### src/rtl/cpu_pkg.sv
`default_nettype none

package cpu_pkg;

    localparam int DATA_W      = 32;
    localparam int REG_ADDR_W  = 5;
    localparam int DMEM_DEPTH  = 64;
    localparam int DMEM_ADDR_W = 6;  // Index from address bits 7:2.

    typedef enum logic [4:0] {
        OP_ADD,
        OP_SUB,
        OP_SLT,
        OP_SLTU,
        OP_AND,
        OP_OR,
        OP_XOR,
        OP_NOR,
        OP_SLL,
        OP_SRL,
        OP_SRA,
        OP_LUI,
        OP_MULT,
        OP_MULTU,
        OP_DIV,
        OP_DIVU,
        OP_MFHI,
        OP_MFLO,
        OP_MTHI,
        OP_MTLO,
        OP_LW,
        OP_SW
    } exe_op_e;

    // ALU function select.
    typedef enum logic [3:0] {
        ADD, SUB, SLT, SLTU,
        AND, OR, XOR, NOR,
        SLL, SRL, SRA, LUI
    } alu_op_e;

    typedef struct packed {
        exe_op_e               op;
        logic                  src2_is_imm;  // Imm is sign-extended.
        logic                  gr_we;
        logic [REG_ADDR_W-1:0] dest;
        logic [15:0]           imm;
        logic [DATA_W-1:0]     rs_value;
        logic [DATA_W-1:0]     rt_value;
        logic [DATA_W-1:0]     pc;
        logic [4:0]            sa;
    } ds_to_es_t;

    typedef struct packed {
        logic                  mem_re;
        logic                  mem_we;
        logic                  gr_we;
        logic [REG_ADDR_W-1:0] dest;
        logic [DATA_W-1:0]     result;      // ALU, HI/LO or address.
        logic [DATA_W-1:0]     store_data;
        logic [DATA_W-1:0]     pc;
    } es_to_ms_t;

    // Writeback record.
    typedef struct packed {
        logic                  gr_we;
        logic [REG_ADDR_W-1:0] dest;
        logic [DATA_W-1:0]     value;
        logic [DATA_W-1:0]     pc;
    } ms_to_ws_t;

endpackage

`default_nettype wire

### src/rtl/mem_stage.sv
`timescale 1ns/100ps
`default_nettype none

module mem_stage (
    input  wire                         clk,
    input  wire                         reset,
    input  wire                         es_valid,
    output logic                        ms_ready,
    input  wire cpu_pkg::es_to_ms_t     es_bus,
    output logic                        out_valid,
    input  wire                         out_ready,
    output cpu_pkg::ms_to_ws_t          out_bus
);
    import cpu_pkg::*;

    logic [DATA_W-1:0]      dmem [DMEM_DEPTH];
    logic [DMEM_ADDR_W-1:0] index;
    logic                   accept;
    logic                   ms_full;
    ms_to_ws_t              ms_rec;
    logic                   ms_load;
    logic [DATA_W-1:0]      load_data;

    initial begin
        for (int i = 0; i < DMEM_DEPTH; i++) begin
            dmem[i] = '0;
        end
    end

    assign index     = es_bus.result[DMEM_ADDR_W+1:2];  // Word address.
    assign ms_ready  = !ms_full || out_ready;
    assign accept    = es_valid && ms_ready;
    assign out_valid = ms_full;

    always_ff @(posedge clk) begin
        if (reset) begin
            ms_full <= 1'b0;
        end else if (ms_ready) begin
            ms_full <= es_valid;
        end
    end

    always_ff @(posedge clk) begin
        if (accept) begin
            ms_rec.gr_we <= es_bus.gr_we;
            ms_rec.dest  <= es_bus.dest;
            ms_rec.value <= es_bus.result;
            ms_rec.pc    <= es_bus.pc;
            ms_load      <= es_bus.mem_re;
        end
    end

    // Synchronous RAM, read and write on acceptance.
    always @(posedge clk) begin
        if (accept) begin
            if (es_bus.mem_we) dmem[index] <= es_bus.store_data;
            if (es_bus.mem_re) load_data <= dmem[index];
        end
    end

    always_comb begin
        out_bus = ms_rec;
        if (ms_load) out_bus.value = load_data;
    end

    assert property (@(posedge clk) disable iff (reset)
        es_valid |-> !(es_bus.mem_re && es_bus.mem_we))
        else $error("load and store in one instruction");

endmodule

`default_nettype wire

### config.mk
export PLATFORM = sky130hd
export DESIGN_NAME = mem_stage
export DESIGN_NICKNAME = d
export VERILOG_FILES = /design/src/rtl/cpu_pkg.sv /design/src/rtl/mem_stage.sv
export SDC_FILE = /design/constraint.sdc
export NUM_CORES = 2
export LEC_CHECK = 0
export ABC_AREA = 1
export BUFFER_PORTS_ARGS = -buffer_cell sky130_fd_sc_hd__buf_4
export CORE_UTILIZATION = 30
export CTS_CLUSTER_DIAMETER = 60
export DETAILED_ROUTE_END_ITERATION = 12
export SYNTH_ARGS = -nofsm -noshare
export SYNTH_HDL_FRONTEND = slang
export SYNTH_SLANG_ARGS = --single-unit
### constraint.sdc
create_clock -name clk -period 8.6 [get_ports clk]
set_input_delay 0.86 -clock clk [delete_from_list [all_inputs] [get_ports clk]]
set_output_delay 0.86 -clock clk [all_outputs]
set_load 0.03 [all_outputs]
==> flow_summary_export.csv <==
group,metric,value,unit
yosys,synth-compound-area-share,0.08628,%
timing,fmax,242.8,MHz
cts,cts_buffers,215,
cts,clock_sinks,2152,
power_and_ir_drop,switching_share,23.32,%
critical_path,start_kind,"input pin",
timing,rsz0062_at_grt,"no",
global_routing,grt-ovfl-total,0,
cts,clk_path_buf_depth,3,
final_layout,final_util,34.26,%
yosys,synth_xor_area_share,0,%
placed_design,place_inst,12310,
detailed_routing,dr_total_vias,60100,
timing,worst_pin_slew,1452,ps
cts,cts_resized,0,
final_layout,multi_input_area,23230,um2
yosys,synth-edff-count,2151,
critical_path,crit_required,9060,ps
global_routing,grt_pass1_wl,386300,um
yosys,synthFlopType,"edfxtp_1",
final_layout,ff_latch_area,64610,um2
yosys,yosysTopAreaCell,"edfxtp_1",
cts,cts_setup_buffers,0,
timing,finalSetupViolations,0,
cts,clk_pin_slew,60,ps
die,die_area,301900,um2
cts,cts_root_buffer,"clkbuf_16",
power_and_ir_drop,internal-power,0.01725,W
yosys,synthSimpleGateAreaFrac,24.77,%
die,die_x,549.5,um
final_layout,drive_gt1_share,7.766,%
power_and_ir_drop,p_per_area,220.7,nW/um2
placed_design,dp.final_hpwl,148900,um
detailed_routing,detail_route.first_pass.iterations,6,
final_layout,nets,8700,
critical_path,reg2regPathDepth,6,
die,die_h,549.5,um
detailed_routing,drc_errors,0,
timing,fin_crit_sh,47.89,%
run_status,status,"completed",
run,drv_cap,0,
yosys,avgSynthCellArea,10.47,um2
yosys,ys_seq_elements,2152,
cts,cts_hold_buf,0,
yosys,yosysMostFrequentCell,"nand2_1",
critical_path,worstSetupPathType,"input pin to flip-flop",
detailed_routing,drtAntennaViolNets,0,
placed_design,routabilityCongestion,0.8723,
placed_design,pre_cts_ws,3617,ps
placed_design,io_buffers,179,
global_routing,grt_pass1_vias,57300,
yosys,synthesis.area,89910,um2
yosys,synth_top_area_share,71.84,%
timing,fin_ws,4482,ps
power_and_ir_drop,irDropWorstVdd,232.7,uV
power_and_ir_drop,p_seq_share,51.8,%
global_routing,antenna_found_initial,33,
worst_hold_path,min_from,"reset",
power_and_ir_drop,p_leak,41.26,nW
power_and_ir_drop,p_clk_share,41.7,%
critical_path,r2r_setup_slack,5020,ps
timing,maxSlewHeadroom,3.208,%
timing,whs,146.0,ps
timing,skew,37.65,ps
die,initial_core_util,30.22,%
timing,finalHoldViolations,0,
critical_path,reg2reg_from,"out_valid",
timing,slew_violations,0,
yosys,synth_nets,8696,
detailed_routing,routedWlPerCell,21.03,um
critical_path,cp-endpoint,"dmem[34][28]",
cts,clock_latency,860,ps
timing,tns,0,ps
final_layout,final.fill_count,29400,
yosys,yosys.area_share.adder,0,%
global_routing,grt_max_degree,174,
critical_path,cp-end-kind,"flip-flop",
yosys,yosysWarnings,0,
cts,cts_tree,"done",
detailed_routing,wirelength,267600,um
power_and_ir_drop,combPwrFrac,6.5,%
power_and_ir_drop,net-switching-power,0.005245,W
critical_path,cp.arrival,4580,ps
final_layout,syn_to_final_growth,13.38,%
timing,period_minus_slack,4118,ps
final_layout,stdcell_count,12720,
yosys,synth.distinct_cells,23,
die,num_io_pins,180,
yosys,yosys-top-cells-area,"edfxtp_1 72%, nand2_1 24%, buf_2 1.5%, buf_4 0.68%, nor2_1 0.59%",
die,rows,200,
critical_path,cp_max_fo,102,
global_routing,track_usage,17.31,%
yosys,synth_top_family_by_area,"simple AND/OR/NAND/NOR gates",
critical_path,critPathLaunch,"es_bus[67]",
die,core_area,297500,um2
cts,h-tree-depth,4,
critical_path,r2r-end,"dmem[48][27]",
detailed_routing,via_per_inst,4.725,
yosys,syn_inst,8588,
worst_hold_path,min-delay-path-class,"input pin to flip-flop",
yosys,ys_async_sr_fraction,0,%
yosys,ys_seq_area_share,71.86,%
yosys,synth_mux_area_share,0.4008,%
detailed_routing,dr.first_iter.drc_count,7148,
yosys,synth_commonest_cells,"5722 x nand2_1, 2151 x edfxtp_1, 263 x buf_2",
[cell usage in the layout, fill, tap and decap left out]
master         n
edfxtp_1    2151
inv_1         18
nand3_2        6
clkbuf_1      33
mux2_2        32
nor2_4        65
inv_8          2
nand4_1        2
clkinvlp_4     7
buf_8          3
o21ai_1        4
clkinv_1      58
buf_12        10
or2_2          4
o211ai_1       5
clkinv_8       4
bufinv_16     24
buf_4        236
nand2_1     5722
inv_2          8
nand3_1       11
o21ai_0        3
clkinv_2      42
a21oi_1        1
clkbuf_16    216
inv_16         6
or2_1          2
clkinv_4       2
diode_2       12
dfxtp_1        1
nor3_4         8
clkinv_16      1
nor2_1        77
inv_4          2
inv_6          3
[worst max-delay path, cell delays in order]
cell and delay, ps:
buf_8 560, inv_8 330, nor2_1 640, nand3_2 890, nor2_4 1190
[worst min path at each step]
| stage | endpoint | depth (start not counted) | slack (ps) |
|---|---|---|---|
| 2_1_floorplan | load_data[30] | 6 | 680 |
| 3_3_place_gp | out_valid | 2 | 500 |
| 3_5_place_dp | out_valid | 2 | 530 |
| 4_1_cts | out_valid | 2 | 100 |
| 5_1_grt | out_valid | 2 | 120 |
| 6_report | out_valid | 2 | 150 |
[per-layer routing]
metal	routed length (um)	up-vias	GRT usage (%)
li1	-	27820	-
met1	108900	29310	23.14
met2	123300	2502	27.58
met3	22690	459	2.987
met4	12560	8	7.591
met5	46	-	0
[metrics by stage]
step,instance area [um2],total power [W]
global placement,94950,0.01331
floorplan,89910,0.01263
CTS,101900,0.02258
finish,101900,0.02249
detailed placement,94950,0.01332
global route,101900,0.02308
[registers in the layout, indices dropped and copies added, names as in the netlist]
signal and cells:
out_valid 1, ms_load 1, load_data 32, out_bus 38
ms_rec 32, dmem 2048
[cell families after synthesis]
logic type | after synthesis
simple gates | 5897
flops | 2152
buf+inv | 494
mux | 32
compound gates | 13
[area by class of cell]
class                           instances  share of cell area (%)
Multi-Input combinational cell       5942                   22.79
Clock inverter                        145                   1.408
Tap cell                             3939                   4.835
Timing Repair Buffer                  249                   1.979
Sequential cell                      2152                   63.38
Clock buffer                          249                   5.424
Antenna cell                           12                 0.02946
Inverter                               32                  0.1546
[power groups by stage]
| stage | clock [W] | combinational [W] | sequential (W) |
|---|---|---|---|
| after floorplan | 0 | 0.000792 | 0.0118 |
| after global placement | 0 | 0.00144 | 0.0119 |
| after detailed placement | 0 | 0.00145 | 0.0119 |
| after CTS | 0.00948 | 0.00145 | 0.0117 |
| after global routing | 0.00986 | 0.00157 | 0.0116 |
| final | 0.00938 | 0.00146 | 0.0117 |
No activity file was read; power rests on OpenSTA's default activity.
