<file path="config.mk">
export PLATFORM = sky130hd
export DESIGN_NAME = exe_stage
export DESIGN_NICKNAME = d
export VERILOG_FILES = /design/src/rtl/cpu_pkg.sv /design/src/rtl/alu.sv /design/src/rtl/divider.sv /design/src/rtl/exe_stage.sv
export SDC_FILE = /design/constraint.sdc
export NUM_CORES = 2
export LEC_CHECK = 0
export BUFFER_PORTS_ARGS = -buffer_cell sky130_fd_sc_hd__buf_2
export CORE_MARGIN = 4
export CORE_UTILIZATION = 55
export DETAILED_ROUTE_END_ITERATION = 16
export PLACE_DENSITY_LB_ADDON = 0.2
export SLEW_MARGIN = 20
export SYNTH_ARGS = -nofsm -noshare
export SYNTH_HDL_FRONTEND = slang
export SYNTH_SLANG_ARGS = --single-unit
export TNS_END_PERCENT = 50
</file>
<file path="constraint.sdc">
create_clock -name clk -period 22.1 [get_ports clk]
set_input_delay 4.42 -clock clk [delete_from_list [all_inputs] [get_ports clk]]
set_output_delay 4.42 -clock clk [all_outputs]
set_load 0.005 [all_outputs]
</file>
<file path="src/rtl/cpu_pkg.sv">
`default_nettype none

package cpu_pkg;

    localparam int DATA_W      = 32;
    localparam int REG_ADDR_W  = 5;
    localparam int DMEM_DEPTH  = 64;
    localparam int DMEM_ADDR_W = 6;  // Index from address bits 7:2.

    typedef enum logic [4:0] {
        OP_ADD,
        OP_SUB,
        OP_SLT,
        OP_SLTU,
        OP_AND,
        OP_OR,
        OP_XOR,
        OP_NOR,
        OP_SLL,
        OP_SRL,
        OP_SRA,
        OP_LUI,
        OP_MULT,
        OP_MULTU,
        OP_DIV,
        OP_DIVU,
        OP_MFHI,
        OP_MFLO,
        OP_MTHI,
        OP_MTLO,
        OP_LW,
        OP_SW
    } exe_op_e;

    // ALU function select.
    typedef enum logic [3:0] {
        ADD, SUB, SLT, SLTU,
        AND, OR, XOR, NOR,
        SLL, SRL, SRA, LUI
    } alu_op_e;

    typedef struct packed {
        exe_op_e               op;
        logic                  src2_is_imm;  // Imm is sign-extended.
        logic                  gr_we;
        logic [REG_ADDR_W-1:0] dest;
        logic [15:0]           imm;
        logic [DATA_W-1:0]     rs_value;
        logic [DATA_W-1:0]     rt_value;
        logic [DATA_W-1:0]     pc;
        logic [4:0]            sa;
    } ds_to_es_t;

    typedef struct packed {
        logic                  mem_re;
        logic                  mem_we;
        logic                  gr_we;
        logic [REG_ADDR_W-1:0] dest;
        logic [DATA_W-1:0]     result;      // ALU, HI/LO or address.
        logic [DATA_W-1:0]     store_data;
        logic [DATA_W-1:0]     pc;
    } es_to_ms_t;

    // Writeback record.
    typedef struct packed {
        logic                  gr_we;
        logic [REG_ADDR_W-1:0] dest;
        logic [DATA_W-1:0]     value;
        logic [DATA_W-1:0]     pc;
    } ms_to_ws_t;

endpackage

`default_nettype wire

</file>
<file path="src/rtl/alu.sv">
`timescale 1ns/100ps
`default_nettype none

module alu (
    input  wire cpu_pkg::alu_op_e        alu_op,
    input  wire  [cpu_pkg::DATA_W-1:0]   src1,
    input  wire  [cpu_pkg::DATA_W-1:0]   src2,
    output logic [cpu_pkg::DATA_W-1:0]   result
);
    import cpu_pkg::*;

    logic [DATA_W-1:0] sum;
    logic [DATA_W-1:0] diff;
    logic              lt_signed;
    logic              lt_unsigned;
    logic [4:0]        shamt;

    assign sum         = src1 + src2;
    assign diff        = src1 - src2;
    assign lt_signed   = $signed(src1) < $signed(src2);
    assign lt_unsigned = src1 < src2;
    assign shamt       = src1[4:0];  // Shift amount from src1.

    always_comb begin
        case (alu_op)
            ADD:     result = sum;
            SUB:     result = diff;
            SLT:     result = {{(DATA_W-1){1'b0}}, lt_signed};
            SLTU:    result = {{(DATA_W-1){1'b0}}, lt_unsigned};
            AND:     result = src1 & src2;
            OR:      result = src1 | src2;
            XOR:     result = src1 ^ src2;
            NOR:     result = ~(src1 | src2);
            SLL:     result = src2 << shamt;
            SRL:     result = src2 >> shamt;
            SRA:     result = $unsigned($signed(src2) >>> shamt);
            LUI:     result = {src2[15:0], 16'b0};
            default: result = sum;
        endcase
    end

endmodule

`default_nettype wire

</file>
<file path="src/rtl/divider.sv">
`timescale 1ns/100ps
`default_nettype none

module divider (
    input  wire                         clk,
    input  wire                         reset,
    input  wire                         start,
    input  wire                         is_signed,
    input  wire  [cpu_pkg::DATA_W-1:0]  dividend,
    input  wire  [cpu_pkg::DATA_W-1:0]  divisor,
    output logic                        busy,
    output logic                        done,
    output logic [cpu_pkg::DATA_W-1:0]  quotient,
    output logic [cpu_pkg::DATA_W-1:0]  remainder
);
    import cpu_pkg::*;

    typedef enum logic [1:0] {IDLE, RUN, FIX} state_e;

    state_e                      state;
    logic [$clog2(DATA_W)-1:0]   count;
    logic [DATA_W-1:0]           quo;   // Dividend shifts out, quotient shifts in.
    logic [DATA_W-1:0]           rem;
    logic [DATA_W-1:0]           dvs;
    logic                        neg_q;
    logic                        neg_r;
    logic [DATA_W:0]             rem_shift;
    logic [DATA_W:0]             diff;

    assign rem_shift = {rem, quo[DATA_W-1]};
    assign diff      = rem_shift - {1'b0, dvs};  // Bit DATA_W is the borrow.

    always_ff @(posedge clk) begin
        if (reset) begin
            state <= IDLE;
        end else begin
            case (state)
                IDLE:    if (start) state <= RUN;
                RUN:     if (count == DATA_W - 1) state <= FIX;
                default: state <= IDLE;
            endcase
        end
    end

    // Operate on magnitudes.
    always_ff @(posedge clk) begin
        if (state == IDLE && start) begin
            quo   <= (is_signed && dividend[DATA_W-1]) ? -dividend : dividend;
            dvs   <= (is_signed && divisor[DATA_W-1]) ? -divisor : divisor;
            rem   <= '0;
            count <= '0;
            neg_q <= is_signed && (dividend[DATA_W-1] ^ divisor[DATA_W-1]);
            neg_r <= is_signed && dividend[DATA_W-1];
        end else if (state == RUN) begin
            count <= count + 1'b1;
            if (!diff[DATA_W]) begin
                rem <= diff[DATA_W-1:0];
                quo <= {quo[DATA_W-2:0], 1'b1};
            end else begin
                rem <= rem_shift[DATA_W-1:0];  // Restore.
                quo <= {quo[DATA_W-2:0], 1'b0};
            end
        end
    end

    assign busy      = (state != IDLE);
    assign done      = (state == FIX);
    assign quotient  = neg_q ? -quo : quo;
    assign remainder = neg_r ? -rem : rem;  // Takes the dividend's sign.

    assert property (@(posedge clk) disable iff (reset) start |-> !busy)
        else $error("divider start while busy");

endmodule

`default_nettype wire

</file>
<file path="src/rtl/exe_stage.sv">
`timescale 1ns/100ps
`default_nettype none

module exe_stage (
    input  wire                         clk,
    input  wire                         reset,
    input  wire                         in_valid,
    output logic                        in_ready,
    input  wire cpu_pkg::ds_to_es_t     in_bus,
    output logic                        es_valid,
    input  wire                         ms_ready,
    output cpu_pkg::es_to_ms_t          es_bus
);
    import cpu_pkg::*;

    ds_to_es_t             es_reg;
    logic                  es_full;
    logic                  ready_go;
    logic                  leave;
    logic                  accept;
    alu_op_e               alu_op;
    logic                  is_shift;
    logic                  is_mem;
    logic                  is_div;
    logic                  mul_signed;
    logic [DATA_W-1:0]     imm_sext;
    logic [DATA_W-1:0]     src1;
    logic [DATA_W-1:0]     src2;
    logic [DATA_W-1:0]     alu_result;
    logic [2*DATA_W-1:0]   mul_prod;
    logic [DATA_W-1:0]     hi;
    logic [DATA_W-1:0]     lo;
    logic                  div_start;
    logic                  div_started;
    logic                  div_fin;
    logic                  div_done;
    logic [DATA_W-1:0]     div_quo;
    logic [DATA_W-1:0]     div_rem;

    assign is_shift   = es_reg.op inside {OP_SLL, OP_SRL, OP_SRA};
    assign is_mem     = es_reg.op inside {OP_LW, OP_SW};
    assign is_div     = es_reg.op inside {OP_DIV, OP_DIVU};
    assign mul_signed = (es_reg.op == OP_MULT);

    // A divide holds the stage until the divider finishes.
    assign ready_go = !is_div || div_fin || div_done;
    assign es_valid = es_full && ready_go;
    assign leave    = es_valid && ms_ready;
    assign in_ready = !es_full || leave;
    assign accept   = in_valid && in_ready;

    always_ff @(posedge clk) begin
        if (reset) begin
            es_full     <= 1'b0;
            div_started <= 1'b0;
            div_fin     <= 1'b0;
        end else begin
            if (in_ready) es_full <= in_valid;
            if (accept) begin
                div_started <= 1'b0;
                div_fin     <= 1'b0;
            end else begin
                if (div_start) div_started <= 1'b1;
                if (div_done) div_fin <= 1'b1;
            end
        end
    end

    always_ff @(posedge clk) begin
        if (accept) es_reg <= in_bus;
    end

    always_comb begin
        case (es_reg.op)
            OP_SUB:  alu_op = SUB;
            OP_SLT:  alu_op = SLT;
            OP_SLTU: alu_op = SLTU;
            OP_AND:  alu_op = AND;
            OP_OR:   alu_op = OR;
            OP_XOR:  alu_op = XOR;
            OP_NOR:  alu_op = NOR;
            OP_SLL:  alu_op = SLL;
            OP_SRL:  alu_op = SRL;
            OP_SRA:  alu_op = SRA;
            OP_LUI:  alu_op = LUI;
            default: alu_op = ADD;  // Also the LW/SW address.
        endcase
    end

    assign imm_sext = {{(DATA_W-16){es_reg.imm[15]}}, es_reg.imm};
    assign src1     = is_shift ? {{(DATA_W-5){1'b0}}, es_reg.sa} : es_reg.rs_value;
    assign src2     = (es_reg.src2_is_imm || is_mem) ? imm_sext : es_reg.rt_value;

    alu alu_inst (
        .alu_op (alu_op),
        .src1   (src1),
        .src2   (src2),
        .result (alu_result)
    );

    assign mul_prod = $signed({mul_signed & es_reg.rs_value[DATA_W-1], es_reg.rs_value}) *
                      $signed({mul_signed & es_reg.rt_value[DATA_W-1], es_reg.rt_value});

    assign div_start = es_full && is_div && !div_started;

    divider divider_inst (
        .clk       (clk),
        .reset     (reset),
        .start     (div_start),
        .is_signed (es_reg.op == OP_DIV),
        .dividend  (es_reg.rs_value),
        .divisor   (es_reg.rt_value),
        .busy      (),
        .done      (div_done),
        .quotient  (div_quo),
        .remainder (div_rem)
    );

    always_ff @(posedge clk) begin
        if (div_done) begin
            hi <= div_rem;
            lo <= div_quo;
        end else if (leave) begin
            case (es_reg.op)
                OP_MULT, OP_MULTU: begin
                    hi <= mul_prod[2*DATA_W-1:DATA_W];
                    lo <= mul_prod[DATA_W-1:0];
                end
                OP_MTHI: hi <= es_reg.rs_value;
                OP_MTLO: lo <= es_reg.rs_value;
                default: ;
            endcase
        end
    end

    always_comb begin
        es_bus.mem_re     = (es_reg.op == OP_LW);
        es_bus.mem_we     = (es_reg.op == OP_SW);
        es_bus.gr_we      = es_reg.gr_we;
        es_bus.dest       = es_reg.dest;
        es_bus.store_data = es_reg.rt_value;
        es_bus.pc         = es_reg.pc;
        case (es_reg.op)
            OP_MFHI: es_bus.result = hi;
            OP_MFLO: es_bus.result = lo;
            default: es_bus.result = alu_result;
        endcase
    end

    assert property (@(posedge clk) disable iff (reset)
        es_valid && !ms_ready |=> es_valid && $stable(es_bus))
        else $error("es_bus changed under back-pressure");

endmodule

`default_nettype wire

</file>
==> results_tabular.tex <==
\begin{tabular}{lr}
\hline
Metric & Value \\
\hline
\multicolumn{2}{l}{\textbf{Run status}} \\
\quad Result of the run & finished, final reports clean \\
\multicolumn{2}{l}{\textbf{Floorplan}} \\
\quad Starting density of the core & 55.4\% \\
\quad Die width & 350 um \\
\quad Overall die height & 350 um \\
\quad Row Count & 125 \\
\quad Full die area & 122000 um2 \\
\quad Placeable core area & 116000 um2 \\
\quad IO Pins & 239 \\
\multicolumn{2}{l}{\textbf{Timing}} \\
\quad Unrepaired setup endpoints after global routing & false \\
\quad Final setup violation count & 0 \\
\quad Fin Setup TNS & 0 ns \\
\quad Tightest Pin Transition & 1.18 ns \\
\quad Layout Skew & 0.0287 ns \\
\quad Final number of max-transition violations & 0 \\
\quad Time the worst path needs with I/O delays and setup & 11.84 ns \\
\quad Portion of the clock cycle consumed by the worst path in the final layout & 53.6\% \\
\quad Maximum clock frequency & 84.5 MHz \\
\quad Rel. slew slack & 20.4\% \\
\quad Final hold vios & 0 \\
\multicolumn{2}{l}{\textbf{Yosys}} \\
\quad Total nets after synthesis & 8969 \\
\quad Leading cell types by total area after synthesis & sky130\_fd\_sc\_hd\_\_fa\_1 35\%, sky130\_fd\_sc\_hd\_\_edfxtp\_1 12\%, sky130\_fd\_sc\_hd\_\_inv\_1 7.5\%, sky130\_fd\_sc\_hd\_\_ha\_1 6.8\%, sky130\_fd\_sc\_hd\_\_nand2\_1 6.7\% \\
\quad Top cell type's share of synthesized area & 35.1\% \\
\quad Post-synth ARST share & 0\% \\
\quad Most used DFF post-synth & sky130\_fd\_sc\_hd\_\_edfxtp\_1 \\
\quad Area of the mapped netlist & 64300 um2 \\
\quad Flip-flop and latch count after synthesis & 305 \\
\quad Most area-hungry cell type in the Yosys netlist & sky130\_fd\_sc\_hd\_\_fa\_1 \\
\quad Per-instance average area after synthesis & 8.74 um2 \\
\quad Yosys warning total & 0 \\
\quad Unique masters post-synth & 107 \\
\quad Number of flops mapped to enable cells by yosys & 259 \\
\quad Most numerous cell types in the synthesized netlist & 1287 x sky130\_fd\_sc\_hd\_\_inv\_1, 1143 x sky130\_fd\_sc\_hd\_\_nand2\_1, 1128 x sky130\_fd\_sc\_hd\_\_fa\_1 \\
\quad Most frequently used cell type in the post-synthesis netlist & sky130\_fd\_sc\_hd\_\_inv\_1 \\
\quad Gate count of the mapped netlist & 7360 \\
\quad Sequential fraction of the synthesis area & 13.5\% \\
\multicolumn{2}{l}{\textbf{Drt}} \\
\quad Total via count after detailed routing & 53700 \\
\quad Detailed-route wire length per cell & 26.0 um \\
\quad DRC violation count after routing & 0 \\
\quad First-iteration detailed-routing DRC count & 5204 \\
\quad Total length of routed wires & 229 mm \\
\quad Detailed-router iteration count before antenna repair & 6 \\
\quad Routed vias/inst & 6.10 \\
\quad Routed Antenna Nets & 0 \\
\multicolumn{2}{l}{\textbf{Clock tree}} \\
\quad CTS Buffer Depth & 3 \\
\quad Postcts setup bufs & 0 \\
\quad \# clock sinks & 305 \\
\quad Clock buffer count from CTS & 35 \\
\quad Root Buffer Master & sky130\_fd\_sc\_hd\_\_clkbuf\_16 \\
\quad Clock latency of the later-clocked register in the worst-skew pair & 0.58 ns \\
\quad TritonCTS clock tree & yes \\
\quad Post-CTS Resized & 0 \\
\quad Depth of the CTS H-tree & 2 \\
\quad Hold-fix buffers, CTS & 0 \\
\quad Post-CTS clock slew at the launch and capture registers of the worst setup and hold paths & 0.06 ns \\
\multicolumn{2}{l}{\textbf{Job}} \\
\quad Maximum Capacitance Violations & 0 \\
\multicolumn{2}{l}{\textbf{Critical path}} \\
\quad Max Fanout on Critical Path & 59 \\
\quad Worst Setup Start Kind & flip-flop \\
\quad Kind of end point of the critical path & output port \\
\quad Required arrival time at the worst endpoint & 17.68 ns \\
\quad Slowest library cell on the worst path & sky130\_fd\_sc\_hd\_\_o311ai\_0 \\
\quad Critical Path Max Stage Delay & 0.73 ns \\
\quad Most prevalent standard cell on the critical path & sky130\_fd\_sc\_hd\_\_buf\_4 \\
\quad CP cell instances & buf\_4 -> nand2\_1 -> a21oi\_2 -> nor2\_4 -> buf\_4 -> inv\_2 -> buf\_4 -> ha\_1 -> a211oi\_1 -> o21ai\_0 -> a31oi\_1 -> a21oi\_1 -> a41oi\_1 -> o311ai\_0 -> a31oi\_1 -> o31ai\_1 -> a41oi\_1 -> mux2i\_1 -> a21oi\_1 -> a22oi\_1 -> buf\_2 \\
\quad Arrival time of data at the critical path endpoint & 7.42 ns \\
\quad Type of the worst setup path & reg -> out \\
\multicolumn{2}{l}{\textbf{Layout}} \\
\quad Fraction of layout instances using a drive strength above 1 & 7.53\% \\
\quad Number of cells in the finished layout apart from fillers & 8796 \\
\quad \# nets final & 8852 \\
\quad Final Util & 58.1\% \\
\quad Fillers & 10500 \\
\quad Area overhead of the layout relative to synthesis & 4.80\% \\
\quad Number of flip-flops in the largest register & 70 \\
\quad Total area of multi-input combinational cells & 48400 um2 \\
\quad Flip-flop and latch area & 8700 um2 \\
\multicolumn{2}{l}{\textbf{Placement}} \\
\quad Detailed-placement wirelength estimate & 173 mm \\
\quad Number of placed cells counting well taps & 8730 \\
\quad Global placement routability congestion & 1.05 \\
\quad IO buf count & 238 \\
\multicolumn{2}{l}{\textbf{Global routing}} \\
\quad GRT Overall Usage & 37.8\% \\
\quad Number of global-route vias before repair & 55100 \\
\quad Number of antenna violations at the first check in global routing & 8 \\
\quad Global-route wire length before repair & 347 mm \\
\quad Largest net degree at the start of global routing & 79 \\
\quad Overflow left after global routing & 0 \\
\multicolumn{2}{l}{\textbf{Hold path}} \\
\quad Worst min path class & reg -> reg \\
\hline
\end{tabular}
==> layout by cell type, fill, tap and decap left out, types with 148 or more instances in the layout <==
cell | Yosys | layout
sky130_fd_sc_hd__inv_1 | 1287 | 1287
sky130_fd_sc_hd__nand2_1 | 1143 | 1143
sky130_fd_sc_hd__fa_1 | 1128 | 1128
sky130_fd_sc_hd__ha_1 | 348 | 348
sky130_fd_sc_hd__a21oi_1 | 308 | 308
sky130_fd_sc_hd__and2_1 | 304 | 303
sky130_fd_sc_hd__o21ai_0 | 300 | 298
sky130_fd_sc_hd__nor2_1 | 297 | 294
sky130_fd_sc_hd__edfxtp_1 | 259 | 259
sky130_fd_sc_hd__buf_2 | 30 | 238
sky130_fd_sc_hd__buf_4 | 80 | 148
==> worst max-delay path: cells and delay by family (launching register included) <==
kind / cells / cell delay, ns
compound gates: 12 / 3.75
simple gates: 2 / 0.45
buf+inv: 5 / 1.69
mux: 1 / 0.23
flops: 1 / 0.32
fa+ha+maj: 1 / 0.32
==> cell type report <==
type	count	area share (%)
diodes	3	0.0111
multi-input cells	5219	71.9
well taps	1524	2.83
flip-flops and latches	305	12.9
inverters	1296	7.22
clock buffers	48	1.46
clock inverters	15	0.256
repair buffers	386	3.42
==> worst paths after layout <==
| path | from | to | slack [ns] | cells after the start |
|---|---|---|---|---|
| worst max-delay path | es_reg[124]$_DFFE_PP_ | es_bus[95] | 10.26 | 21 |
| worst min-delay path | divider_inst.count[4]$_SDFFE_PP0P_ | divider_inst.count[4]$_SDFFE_PP0P_ | 0.48 | 2 |
| worst max register to register | es_reg[128]$_DFFE_PP_ | hi[31]$_DFFE_PP_ | 11.45 | 30 |
| worst min register to register | divider_inst.count[4]$_SDFFE_PP0P_ | divider_inst.count[4]$_SDFFE_PP0P_ | 0.48 | 2 |
==> per-stage QoR <==
| stage | setup slack [ns] | hold slack, ns | cell area [um2] |
|---|---|---|---|
| after CTS | 10.38 | 0.484 | 67400 |
| final | 10.26 | 0.483 | 67400 |
| after detailed placement | 11.02 | 0.476 | 66200 |
| after global placement | 11.16 | 0.448 | 66200 |
| after floorplan | 12.34 | 0.440 | 64300 |
| after global routing | 9.80 | 0.499 | 67400 |
==> logic make-up after synthesis <==
group	after synthesis	share of synthesized area (%)
flops	305	13.5
simple gates	2118	14.9
buf+inv	1836	11.3
compound gates	1206	12.0
xor+xnor	246	3.35
mux	173	2.95
fa+ha+maj	1476	41.9
==> layer usage <==
metal | wire length [um] | track usage, % | part of all wire, % | vias to the layer above
met3 | 20700 | 6.83 | 9.1 | 666
met4 | 15900 | 21.3 | 7.0 | 8
met1 | 89500 | 50.1 | 39 | 27200
met2 | 102000 | 59.2 | 45 | 2782
met5 | 65 | 0 | 0.028 | -
li1 | - | - | - | 23100
Power is not shown: default switching activity piles up to over one toggle a cycle in this logic, so the estimate is an artifact.
